--- src/design/wg_alloc_params.svh ---
`ifndef WG_ALLOC_PARAMS_SVH
`define WG_ALLOC_PARAMS_SVH

//////////////////////////////
// Compute unit array
//////////////////////////////

`define WA_NUM_CU      8
`define WA_CU_ID_W     3

// Workgroup tag carried through the pipe
`define WA_WG_ID_W     6

//////////////////////////////
// Resource address widths
//////////////////////////////

// Amounts are one bit wider so a fully free CU can be expressed
`define WA_VGPR_W      6
`define WA_LDS_W       6

// Free wavefront slots per CU
`define WA_WF_SLOT_W   4

// Wavefronts asked for by one workgroup
`define WA_WF_CNT_W    3

`endif

--- src/design/wg_alloc_pkg.sv ---
`include "wg_alloc_params.svh"

package wg_alloc_pkg;

   //////////////////////////////
   // CU addressing
   //////////////////////////////

   typedef logic [`WA_CU_ID_W-1:0] cu_id_t;
   typedef logic [`WA_NUM_CU-1:0]  cu_mask_t;

   typedef logic [`WA_WG_ID_W-1:0] wg_id_t;

   //////////////////////////////
   // Resource fields
   //////////////////////////////

   // Start addresses
   typedef logic [`WA_VGPR_W-1:0]  vgpr_addr_t;
   typedef logic [`WA_LDS_W-1:0]   lds_addr_t;

   // Amounts, full range included
   typedef logic [`WA_VGPR_W:0]    vgpr_size_t;
   typedef logic [`WA_LDS_W:0]     lds_size_t;

   // Wavefront slots and counts
   typedef logic [`WA_WF_SLOT_W:0] wf_slots_t;
   typedef logic [`WA_WF_CNT_W-1:0] wf_cnt_t;

endpackage

--- src/design/wg_alloc_ifs.sv ---
// Staged table write shared by the three CAMs and the start RAM
interface cam_update_if import wg_alloc_pkg::*; ();

   logic       upd_valid;
   cu_id_t     upd_cu_id;
   vgpr_addr_t upd_vgpr_start;
   vgpr_size_t upd_vgpr_free;
   lds_addr_t  upd_lds_start;
   lds_size_t  upd_lds_free;
   wf_slots_t  upd_wf_free;

   modport source (
      output upd_valid, upd_cu_id,
      output upd_vgpr_start, upd_vgpr_free,
      output upd_lds_start, upd_lds_free,
      output upd_wf_free
   );

   modport sink (
      input upd_valid, upd_cu_id,
      input upd_vgpr_start, upd_vgpr_free,
      input upd_lds_start, upd_lds_free,
      input upd_wf_free
   );

endinterface

// Search request and pipeline advance
interface cam_search_if import wg_alloc_pkg::*; ();

   logic       search_en;
   vgpr_size_t vgpr_need;
   lds_size_t  lds_need;
   wf_cnt_t    wf_need;
   logic       advance;

   modport requester (
      output search_en, vgpr_need, lds_need, wf_need, advance
   );

   modport searcher (
      input search_en, vgpr_need, lds_need, wf_need, advance
   );

endinterface

--- src/design/alloc_cam.sv ---
`include "wg_alloc_params.svh"

// RES_SEL 0 picks VGPR, 1 LDS and 2 the wavefront slots
module alloc_cam import wg_alloc_pkg::*; #(
   parameter int RES_W   = 7,
   parameter int RES_SEL = 0
) (
   input  logic           clk,
   input  logic           rst,
   cam_update_if.sink     upd,
   cam_search_if.searcher srch,
   output cu_mask_t       match_o
);

   logic [RES_W-1:0] free_q [`WA_NUM_CU];
   logic [RES_W-1:0] wr_amount;
   logic [RES_W-1:0] need;
   cu_mask_t         hit;

   generate
      if (RES_SEL == 0) begin : g_vgpr
         assign wr_amount = RES_W'(upd.upd_vgpr_free);
         assign need      = RES_W'(srch.vgpr_need);
      end else if (RES_SEL == 1) begin : g_lds
         assign wr_amount = RES_W'(upd.upd_lds_free);
         assign need      = RES_W'(srch.lds_need);
      end else begin : g_wf
         assign wr_amount = RES_W'(upd.upd_wf_free);
         // Zero-extend the request count to the slot width
         assign need      = {{(RES_W-`WA_WF_CNT_W){1'b0}}, srch.wf_need};
      end
   endgenerate

   // Parallel compare across all CUs
   always_comb begin
      for (int i = 0; i < `WA_NUM_CU; i++) begin
         hit[i] = (free_q[i] >= need);
      end
   end

   always_ff @(posedge clk or posedge rst) begin
      if (rst) begin
         for (int i = 0; i < `WA_NUM_CU; i++) begin
            free_q[i] <= '0;
         end
         match_o <= '0;
      end else begin
         if (upd.upd_valid) begin
            free_q[upd.upd_cu_id] <= wr_amount;
         end
         if (srch.search_en && srch.advance) begin
            match_o <= hit;
         end
      end
   end

endmodule

--- src/design/start_ram.sv ---
`include "wg_alloc_params.svh"

module start_ram import wg_alloc_pkg::*; (
   input  logic              clk,
   input  logic              rst,
   cam_update_if.sink        upd,
   input  logic              rd_en_i,
   input  cu_id_t            rd_addr_i,
   output vgpr_addr_t        vgpr_start_o,
   output lds_addr_t         lds_start_o
);

   vgpr_addr_t vgpr_mem [`WA_NUM_CU];
   lds_addr_t  lds_mem  [`WA_NUM_CU];

   //////////////////////////////
   // Write port
   //////////////////////////////

   // Never-written CUs read back start zero
   always_ff @(posedge clk or posedge rst) begin
      if (rst) begin
         for (int i = 0; i < `WA_NUM_CU; i++) begin
            vgpr_mem[i] <= '0;
            lds_mem[i]  <= '0;
         end
      end else if (upd.upd_valid) begin
         vgpr_mem[upd.upd_cu_id] <= upd.upd_vgpr_start;
         lds_mem[upd.upd_cu_id]  <= upd.upd_lds_start;
      end
   end

   //////////////////////////////
   // Registered read
   //////////////////////////////

   always_ff @(posedge clk or posedge rst) begin
      if (rst) begin
         vgpr_start_o <= '0;
         lds_start_o  <= '0;
      end else if (rd_en_i) begin
         vgpr_start_o <= vgpr_mem[rd_addr_i];
         lds_start_o  <= lds_mem[rd_addr_i];
      end
   end

endmodule

--- src/design/cu_select.sv ---
`include "wg_alloc_params.svh"

module cu_select import wg_alloc_pkg::*; (
   input  logic           clk,
   input  logic           rst,
   cam_search_if.searcher srch,
   input  cu_mask_t       vgpr_match_i,
   input  cu_mask_t       lds_match_i,
   input  cu_mask_t       wf_match_i,
   input  cu_mask_t       busy_i,
   output logic           cand_found_o,
   output cu_id_t         cand_cu_id_o
);

   cu_mask_t anded_q;
   logic     found_d;
   cu_id_t   cu_id_d;

   //////////////////////////////
   // Candidate mask
   //////////////////////////////

   // A CU qualifies only if all three fit and it is idle
   always_ff @(posedge clk or posedge rst) begin
      if (rst) begin
         anded_q <= '0;
      end else if (srch.advance) begin
         anded_q <= vgpr_match_i & lds_match_i & wf_match_i & ~busy_i;
      end
   end

   //////////////////////////////
   // Priority encoder
   //////////////////////////////

   // Scan downwards so the lowest set index is the last one kept
   always_comb begin
      found_d = 1'b0;
      cu_id_d = '0;
      for (int i = `WA_NUM_CU - 1; i >= 0; i--) begin
         if (anded_q[i]) begin
            found_d = 1'b1;
            cu_id_d = cu_id_t'(i);
         end
      end
   end

   always_ff @(posedge clk or posedge rst) begin
      if (rst) begin
         cand_found_o <= 1'b0;
         cand_cu_id_o <= '0;
      end else if (srch.advance) begin
         cand_found_o <= found_d;
         cand_cu_id_o <= cu_id_d;
      end
   end

endmodule

--- src/design/alloc_pipe_ctrl.sv ---
module alloc_pipe_ctrl import wg_alloc_pkg::*; (
   input  logic             clk,
   input  logic             rst,
   // Request side
   input  logic             start_alloc_i,
   input  wg_id_t           req_wg_id_i,
   input  vgpr_size_t       req_vgpr_size_i,
   input  lds_size_t        req_lds_size_i,
   input  wf_cnt_t          req_num_wf_i,
   input  cu_mask_t         cu_busy_i,
   input  logic             alloc_ack_i,
   // Table update side
   input  logic             upd_valid_i,
   input  cu_id_t           upd_cu_id_i,
   input  vgpr_addr_t       upd_vgpr_start_i,
   input  vgpr_size_t       upd_vgpr_free_i,
   input  lds_addr_t        upd_lds_start_i,
   input  lds_size_t        upd_lds_free_i,
   input  wf_slots_t        upd_wf_free_i,
   cam_update_if.source     upd,
   cam_search_if.requester  srch,
   output cu_mask_t         busy_o,
   input  logic             cand_found_i,
   input  cu_id_t           cand_cu_id_i,
   output logic             ram_rd_en_o,
   output cu_id_t           ram_rd_addr_o,
   // Result
   output logic             alloc_valid_o,
   output logic             alloc_rejected_o,
   output wg_id_t           alloc_wg_id_o,
   output cu_id_t           alloc_cu_id_o,
   output wf_cnt_t          alloc_wf_count_o
);

   logic       freeze_q;
   logic       advance;

   logic       s1_valid, s2_valid, s3_valid, s4_valid;
   wg_id_t     s1_wg_id, s2_wg_id, s3_wg_id, s4_wg_id;
   wf_cnt_t    s1_wf_cnt, s2_wf_cnt, s3_wf_cnt, s4_wf_cnt;
   vgpr_size_t s1_vgpr;
   lds_size_t  s1_lds;
   cu_mask_t   s1_busy, s2_busy;

   assign advance = ~freeze_q;

   assign srch.advance   = advance;
   assign srch.search_en = s1_valid;
   assign srch.vgpr_need = s1_vgpr;
   assign srch.lds_need  = s1_lds;
   assign srch.wf_need   = s1_wf_cnt;

   // Busy lines up with the registered match vectors
   assign busy_o = s2_busy;

   assign ram_rd_en_o   = advance & s4_valid & cand_found_i;
   assign ram_rd_addr_o = cand_cu_id_i;

   //////////////////////////////
   // Request pipeline
   //////////////////////////////

   always_ff @(posedge clk or posedge rst) begin
      if (rst) begin
         s1_valid  <= 1'b0;
         s2_valid  <= 1'b0;
         s3_valid  <= 1'b0;
         s4_valid  <= 1'b0;
         s1_wg_id  <= '0;
         s2_wg_id  <= '0;
         s3_wg_id  <= '0;
         s4_wg_id  <= '0;
         s1_wf_cnt <= '0;
         s2_wf_cnt <= '0;
         s3_wf_cnt <= '0;
         s4_wf_cnt <= '0;
         s1_vgpr   <= '0;
         s1_lds    <= '0;
         s1_busy   <= '0;
         s2_busy   <= '0;
      end else if (advance) begin
         s1_valid  <= start_alloc_i;
         s1_wg_id  <= req_wg_id_i;
         s1_wf_cnt <= req_num_wf_i;
         s1_vgpr   <= req_vgpr_size_i;
         s1_lds    <= req_lds_size_i;
         s1_busy   <= cu_busy_i;
         s2_valid  <= s1_valid;
         s2_wg_id  <= s1_wg_id;
         s2_wf_cnt <= s1_wf_cnt;
         s2_busy   <= s1_busy;
         s3_valid  <= s2_valid;
         s3_wg_id  <= s2_wg_id;
         s3_wf_cnt <= s2_wf_cnt;
         s4_valid  <= s3_valid;
         s4_wg_id  <= s3_wg_id;
         s4_wf_cnt <= s3_wf_cnt;
      end
   end

   //////////////////////////////
   // Freeze and result register
   //////////////////////////////

   // Result is held until the controller acks it
   always_ff @(posedge clk or posedge rst) begin
      if (rst) begin
         freeze_q         <= 1'b0;
         alloc_valid_o    <= 1'b0;
         alloc_rejected_o <= 1'b0;
         alloc_wg_id_o    <= '0;
         alloc_cu_id_o    <= '0;
         alloc_wf_count_o <= '0;
      end else if (freeze_q) begin
         if (alloc_ack_i) begin
            freeze_q <= 1'b0;
         end
      end else begin
         freeze_q         <= s4_valid;
         alloc_valid_o    <= s4_valid;
         alloc_rejected_o <= s4_valid & ~cand_found_i;
         alloc_wg_id_o    <= s4_wg_id;
         alloc_cu_id_o    <= cand_cu_id_i;
         alloc_wf_count_o <= s4_wf_cnt;
      end
   end

   // Update staging keeps running while frozen
   always_ff @(posedge clk or posedge rst) begin
      if (rst) begin
         upd.upd_valid      <= 1'b0;
         upd.upd_cu_id      <= '0;
         upd.upd_vgpr_start <= '0;
         upd.upd_vgpr_free  <= '0;
         upd.upd_lds_start  <= '0;
         upd.upd_lds_free   <= '0;
         upd.upd_wf_free    <= '0;
      end else begin
         upd.upd_valid      <= upd_valid_i;
         upd.upd_cu_id      <= upd_cu_id_i;
         upd.upd_vgpr_start <= upd_vgpr_start_i;
         upd.upd_vgpr_free  <= upd_vgpr_free_i;
         upd.upd_lds_start  <= upd_lds_start_i;
         upd.upd_lds_free   <= upd_lds_free_i;
         upd.upd_wf_free    <= upd_wf_free_i;
      end
   end

endmodule

--- src/design/wg_alloc_top.sv ---
`include "wg_alloc_params.svh"

module wg_alloc_top import wg_alloc_pkg::*; (
   input  logic       clk,
   input  logic       rst,
   // Workgroup request
   input  logic       start_alloc_i,
   input  wg_id_t     req_wg_id_i,
   input  vgpr_size_t req_vgpr_size_i,
   input  lds_size_t  req_lds_size_i,
   input  wf_cnt_t    req_num_wf_i,
   input  cu_mask_t   cu_busy_i,
   input  logic       alloc_ack_i,
   // Resource table update
   input  logic       upd_valid_i,
   input  cu_id_t     upd_cu_id_i,
   input  vgpr_addr_t upd_vgpr_start_i,
   input  vgpr_size_t upd_vgpr_free_i,
   input  lds_addr_t  upd_lds_start_i,
   input  lds_size_t  upd_lds_free_i,
   input  wf_slots_t  upd_wf_free_i,
   // Allocation result
   output logic       alloc_valid_o,
   output logic       alloc_rejected_o,
   output wg_id_t     alloc_wg_id_o,
   output cu_id_t     alloc_cu_id_o,
   output wf_cnt_t    alloc_wf_count_o,
   output vgpr_addr_t alloc_vgpr_start_o,
   output lds_addr_t  alloc_lds_start_o
);

   cu_mask_t vgpr_match;
   cu_mask_t lds_match;
   cu_mask_t wf_match;
   cu_mask_t busy_d;
   logic     cand_found;
   cu_id_t   cand_cu_id;
   logic     ram_rd_en;
   cu_id_t   ram_rd_addr;

   cam_update_if upd_if ();
   cam_search_if srch_if ();

   alloc_pipe_ctrl u_pipe_ctrl (
      .clk              (clk),
      .rst              (rst),
      .start_alloc_i    (start_alloc_i),
      .req_wg_id_i      (req_wg_id_i),
      .req_vgpr_size_i  (req_vgpr_size_i),
      .req_lds_size_i   (req_lds_size_i),
      .req_num_wf_i     (req_num_wf_i),
      .cu_busy_i        (cu_busy_i),
      .alloc_ack_i      (alloc_ack_i),
      .upd_valid_i      (upd_valid_i),
      .upd_cu_id_i      (upd_cu_id_i),
      .upd_vgpr_start_i (upd_vgpr_start_i),
      .upd_vgpr_free_i  (upd_vgpr_free_i),
      .upd_lds_start_i  (upd_lds_start_i),
      .upd_lds_free_i   (upd_lds_free_i),
      .upd_wf_free_i    (upd_wf_free_i),
      .upd              (upd_if.source),
      .srch             (srch_if.requester),
      .busy_o           (busy_d),
      .cand_found_i     (cand_found),
      .cand_cu_id_i     (cand_cu_id),
      .ram_rd_en_o      (ram_rd_en),
      .ram_rd_addr_o    (ram_rd_addr),
      .alloc_valid_o    (alloc_valid_o),
      .alloc_rejected_o (alloc_rejected_o),
      .alloc_wg_id_o    (alloc_wg_id_o),
      .alloc_cu_id_o    (alloc_cu_id_o),
      .alloc_wf_count_o (alloc_wf_count_o)
   );

   //////////////////////////////
   // Free-resource tables
   //////////////////////////////

   alloc_cam #(.RES_W(`WA_VGPR_W + 1), .RES_SEL(0)) vgpr_cam (
      .clk(clk), .rst(rst), .upd(upd_if.sink), .srch(srch_if.searcher), .match_o(vgpr_match)
   );

   alloc_cam #(.RES_W(`WA_LDS_W + 1), .RES_SEL(1)) lds_cam (
      .clk(clk), .rst(rst), .upd(upd_if.sink), .srch(srch_if.searcher), .match_o(lds_match)
   );

   alloc_cam #(.RES_W(`WA_WF_SLOT_W + 1), .RES_SEL(2)) wf_cam (
      .clk(clk), .rst(rst), .upd(upd_if.sink), .srch(srch_if.searcher), .match_o(wf_match)
   );

   cu_select u_cu_select (
      .clk          (clk),
      .rst          (rst),
      .srch         (srch_if.searcher),
      .vgpr_match_i (vgpr_match),
      .lds_match_i  (lds_match),
      .wf_match_i   (wf_match),
      .busy_i       (busy_d),
      .cand_found_o (cand_found),
      .cand_cu_id_o (cand_cu_id)
   );

   // Start addresses for the chosen CU
   start_ram u_start_ram (
      .clk          (clk),
      .rst          (rst),
      .upd          (upd_if.sink),
      .rd_en_i      (ram_rd_en),
      .rd_addr_i    (ram_rd_addr),
      .vgpr_start_o (alloc_vgpr_start_o),
      .lds_start_o  (alloc_lds_start_o)
   );

endmodule

--- config.mk ---
export PLATFORM = sky130hd
export DESIGN_NAME = wg_alloc_top
export DESIGN_NICKNAME = d
export VERILOG_FILES = /design/src/design/wg_alloc_pkg.sv /design/src/design/wg_alloc_ifs.sv /design/src/design/alloc_cam.sv /design/src/design/start_ram.sv /design/src/design/cu_select.sv /design/src/design/alloc_pipe_ctrl.sv /design/src/design/wg_alloc_top.sv
export VERILOG_INCLUDE_DIRS = /design/src /design/src/design
export SDC_FILE = /design/constraint.sdc
export NUM_CORES = 1
export LEC_CHECK = 0
export ABC_AREA = 1
export ABC_CLOCK_PERIOD_IN_PS = 37700
export BUFFER_PORTS_ARGS = -buffer_cell sky130_fd_sc_hd__buf_2
export CORE_MARGIN = 4
export CORE_UTILIZATION = 30
export CTS_BUF_LIST = sky130_fd_sc_hd__clkbuf_2
export DETAILED_ROUTE_END_ITERATION = 10
export PLACE_DENSITY_LB_ADDON = 0.08
export SLEW_MARGIN = 0
export SYNTH_ARGS = -nofsm -noshare
export SYNTH_HDL_FRONTEND = slang
export SYNTH_SLANG_ARGS = --single-unit
--- constraint.sdc ---
create_clock -name clk -period 37.7 [get_ports clk]
set_clock_uncertainty 0.15 [all_clocks]
set_input_delay 7.54 -clock clk [delete_from_list [all_inputs] [get_ports clk]]
set_output_delay 7.54 -clock clk [all_outputs]
set_load 0.03 [all_outputs]
==> impl_metrics.py <==
metrics = {
    "route": {
        "vias": 14600,
        "ant_nets": 0,
        "drtPass1Iterations": 7,
        "vias_per_cell": 4.47,
        "wl_per_cell_um": 15.6,
        "drc": 0,
        "finalWirelength_um": 50900,
        "drtIter0Drc": 806,
    },
    "die": {
        "num_rows": 92,
        "dieWidth_um": 260,
        "initial_utilization_pct": 30.3,
        "pin_count": 96,
        "fp.dieArea_um2": 67600,
        "coreArea_um2": 63000,
        "die_h_um": 260,
    },
    "timing": {
        "worst_pin_slew_ns": 1.08,
        "slew_headroom_pct": 28.2,
        "finalSetupViolations": 0,
        "worst_slack_ns": 28.32,
        "hold_viol_final": 0,
        "rsz0062_at_grt": "false",
        "tns_ns": 0,
        "maxClockFrequency_mhz": 107,
        "finalMaxSlewViolations": 0,
        "min_period_over_period_pct": 24.9,
        "layout_min_cycle_time_ns": 9.38,
    },
    "placed_design": {
        "port_buffers": 95,
        "dpl.hpwl_um": 31300,
        "placed_cell_area_um2": 20300,
        "pre_cts_ws_ns": 27.35,
        "place_congestion": 0.739,
        "place_inst": 3051,
    },
    "setup_path": {
        "crit_type": "reg2out",
        "worstPathArrival_ns": 1.69,
        "cpPeakStageDelay_ns": 0.41,
        "crit_path_cell_trace": "buf_2",
        "ff2ff_path_depth": 6,
        "required_ns": 30.01,
        "crit_family": "flip-flops",
        "worst-path-buf-inv": 1,
        "cp_num_cells": 1,
        "endpoint_kind": "primary output",
        "critical_path_peak_fanout": 2,
        "start_kind": "flop",
        "cp_slowest_cell": "dfrtp_1",
    },
    "pwr": {
        "p_clk_share_pct": 23.0,
        "power.leakage_nw": 11.2,
        "power.share.sequential_pct": 42.7,
        "p_int_mw": 0.868,
        "vdd.ir_drop.worst_mv": 0.0236,
        "switching_power_mw": 0.596,
        "p_per_area_nw_per_um2": 68.3,
        "pwr-share-comb_pct": 34.2,
        "switching_share_pct": 40.7,
    },
    "synth": {
        "synth_seq_cells": 416,
        "synth-edff-count": 0,
        "yosysUniqueCellTypes": 28,
        "syn_area_um2": 19100,
        "async_reset_ff_share_pct": 100,
        "ys.flop_type": "dfrtp_1",
        "yosysSeqAreaShare_pct": 54.6,
        "synth_cells": 2184,
        "syn_nets": 2390,
        "ys_warn_count": 0,
        "synth_area_per_cell_um2": 8.72,
    },
    "clock_tree": {
        "numClockSinks": 416,
        "cts_buffers": 117,
        "insertion_delay_ns": 1.10,
        "ctsHtreeMaxLevel": 3,
        "clockBufferDepth": 3,
        "path_clk_slew_ns": 0.10,
        "post-cts-setup-buffer-count": 0,
        "clock-root-buffer": "clkbuf_2",
        "hold_buffers": 0,
        "cts_tree": "yes",
        "ctsResizeCount": 0,
    },
    "cells_and_area": {
        "syn_to_final_growth_pct": 12.5,
        "fin_cells": 3267,
        "fin_area_um2": 21400,
        "final_nets": 2530,
        "post-route-util_pct": 34.0,
        "layout_commonest_cell": "nand2_1",
        "final_cell_mix": "nand2_1, dfrtp_1, o21ai_0, inv_1, clkbuf_2",
        "final_layout_size_suffix_gt1_share_pct": 12.9,
    },
    "hold_path": {
        "hp-class": "reg2reg",
        "hold_depth": 2,
    },
    "global_routing": {
        "grt_usage_pct": 15.5,
        "antenna_found_initial": 1,
        "grt_pass1_vias": 14900,
        "overflow": 0,
        "grt_max_degree": 96,
        "grt_pass1_wl_um": 82500,
    },
    "flow_run": {
        "drv_cap": 0,
    },
    "outcome": {
        "status": "complete, no violations",
    },
}
[area by class of cell]
class,instances,area (um2)
multi-input combinational,1479,7510
timing repair buffer,112,603
fill,6703,41500
tap,846,1060
antenna,3,7.51
sequential,416,10400
clock buffer,177,886
inverter,198,752
clock inverter,36,200
[worst register-to-register path: cells and delay by family, from the launching register on]
kind,cells,cell delay (ns)
buffers and inverters,3,1.54
AND/OR/NAND/NOR,3,1.22
flip-flops,1,0.35
[per-layer routing]
metal  up-vias  global-route usage [%]  wire length [um]
met5         -                       0                 0
met4         0                    5.20              1030
met3        84                    3.72              2700
met2       284                    23.7             22100
met1      6861                    21.5             25000
li1       7361                       -                 -
[metrics by stage]
stage / hold slack (ns) / power [mW]
after floorplan: 0.280 / 0.985
after global placement: 0.306 / 1.14
after detailed placement: 0.307 / 1.14
after CTS: 0.310 / 1.50
after global routing: 0.306 / 1.61
final: 0.304 / 1.46
[Yosys cell counts (8+ instances only)]
| cell | count | area (um2) |
|---|---|---|
| a21oi_1 | 56 | 280 |
| dfrtp_1 | 416 | 10400 |
| inv_1 | 196 | 736 |
| nand3b_1 | 20 | 150 |
| nor4_1 | 8 | 50.1 |
| o31ai_1 | 8 | 60.1 |
| nand3_1 | 85 | 425 |
| ha_1 | 136 | 1700 |
| a21boi_0 | 8 | 60.1 |
| o21ai_0 | 310 | 1550 |
| nor2_1 | 75 | 282 |
| nand2_1 | 759 | 2850 |
| buf_2 | 34 | 170 |
| clkbuf_1 | 49 | 184 |
[cell families (layout without fill, tap and decap cells)]
logic type,after synthesis,count (layout),share of synthesized area (%)
and+or+nand+nor,957,957,20.1
DFF,416,416,54.6
buffers and inverters,289,523,5.96
adders and majority gates,136,136,8.93
other,0,3,0
AOI/OAI and AO/OA,386,386,10.4
[worst paths after layout]
path | from | to | slack [ns]
min in group asynchronous | rst | u_pipe_ctrl.s2_wg_id[5] | 6.37
max in group asynchronous | rst | u_start_ram.vgpr_mem[15] | 28.63
max reg2reg | u_pipe_ctrl.freeze_q | lds_cam.match_o[0] | 34.34
max | u_start_ram.lds_start_o[2] | alloc_lds_start_o[2] | 28.32
min | u_pipe_ctrl.s4_wg_id[5] | u_pipe_ctrl.alloc_wg_id_o[5] | 0.30
min reg2reg | u_pipe_ctrl.s4_wg_id[5] | u_pipe_ctrl.alloc_wg_id_o[5] | 0.30
[flip-flops by register name, indices dropped and copies added, names as in the netlist, 7 cells and up]
register / flops
lds_cam.free_q: 56
lds_cam.match_o: 8
u_cu_select.anded_q: 8
u_pipe_ctrl.busy_o: 8
u_pipe_ctrl.s1_busy: 8
u_pipe_ctrl.srch.lds_need: 7
u_pipe_ctrl.srch.vgpr_need: 7
u_pipe_ctrl.upd.upd_lds_free: 7
u_pipe_ctrl.upd.upd_vgpr_free: 7
u_start_ram.lds_mem: 48
u_start_ram.vgpr_mem: 48
vgpr_cam.free_q: 56
vgpr_cam.match_o: 8
wf_cam.free_q: 40
wf_cam.match_o: 8
[power by group through the flow]
| stage | registers, mW | clock network, mW | logic [mW] |
|---|---|---|---|
| finish | 0.625 | 0.337 | 0.501 |
| global route | 0.641 | 0.382 | 0.592 |
| CTS | 0.627 | 0.359 | 0.514 |
| detailed placement | 0.635 | 0 | 0.510 |
| global placement | 0.634 | 0 | 0.503 |
| floorplan | 0.638 | 0 | 0.347 |
(Power assumes the default switching activity.)
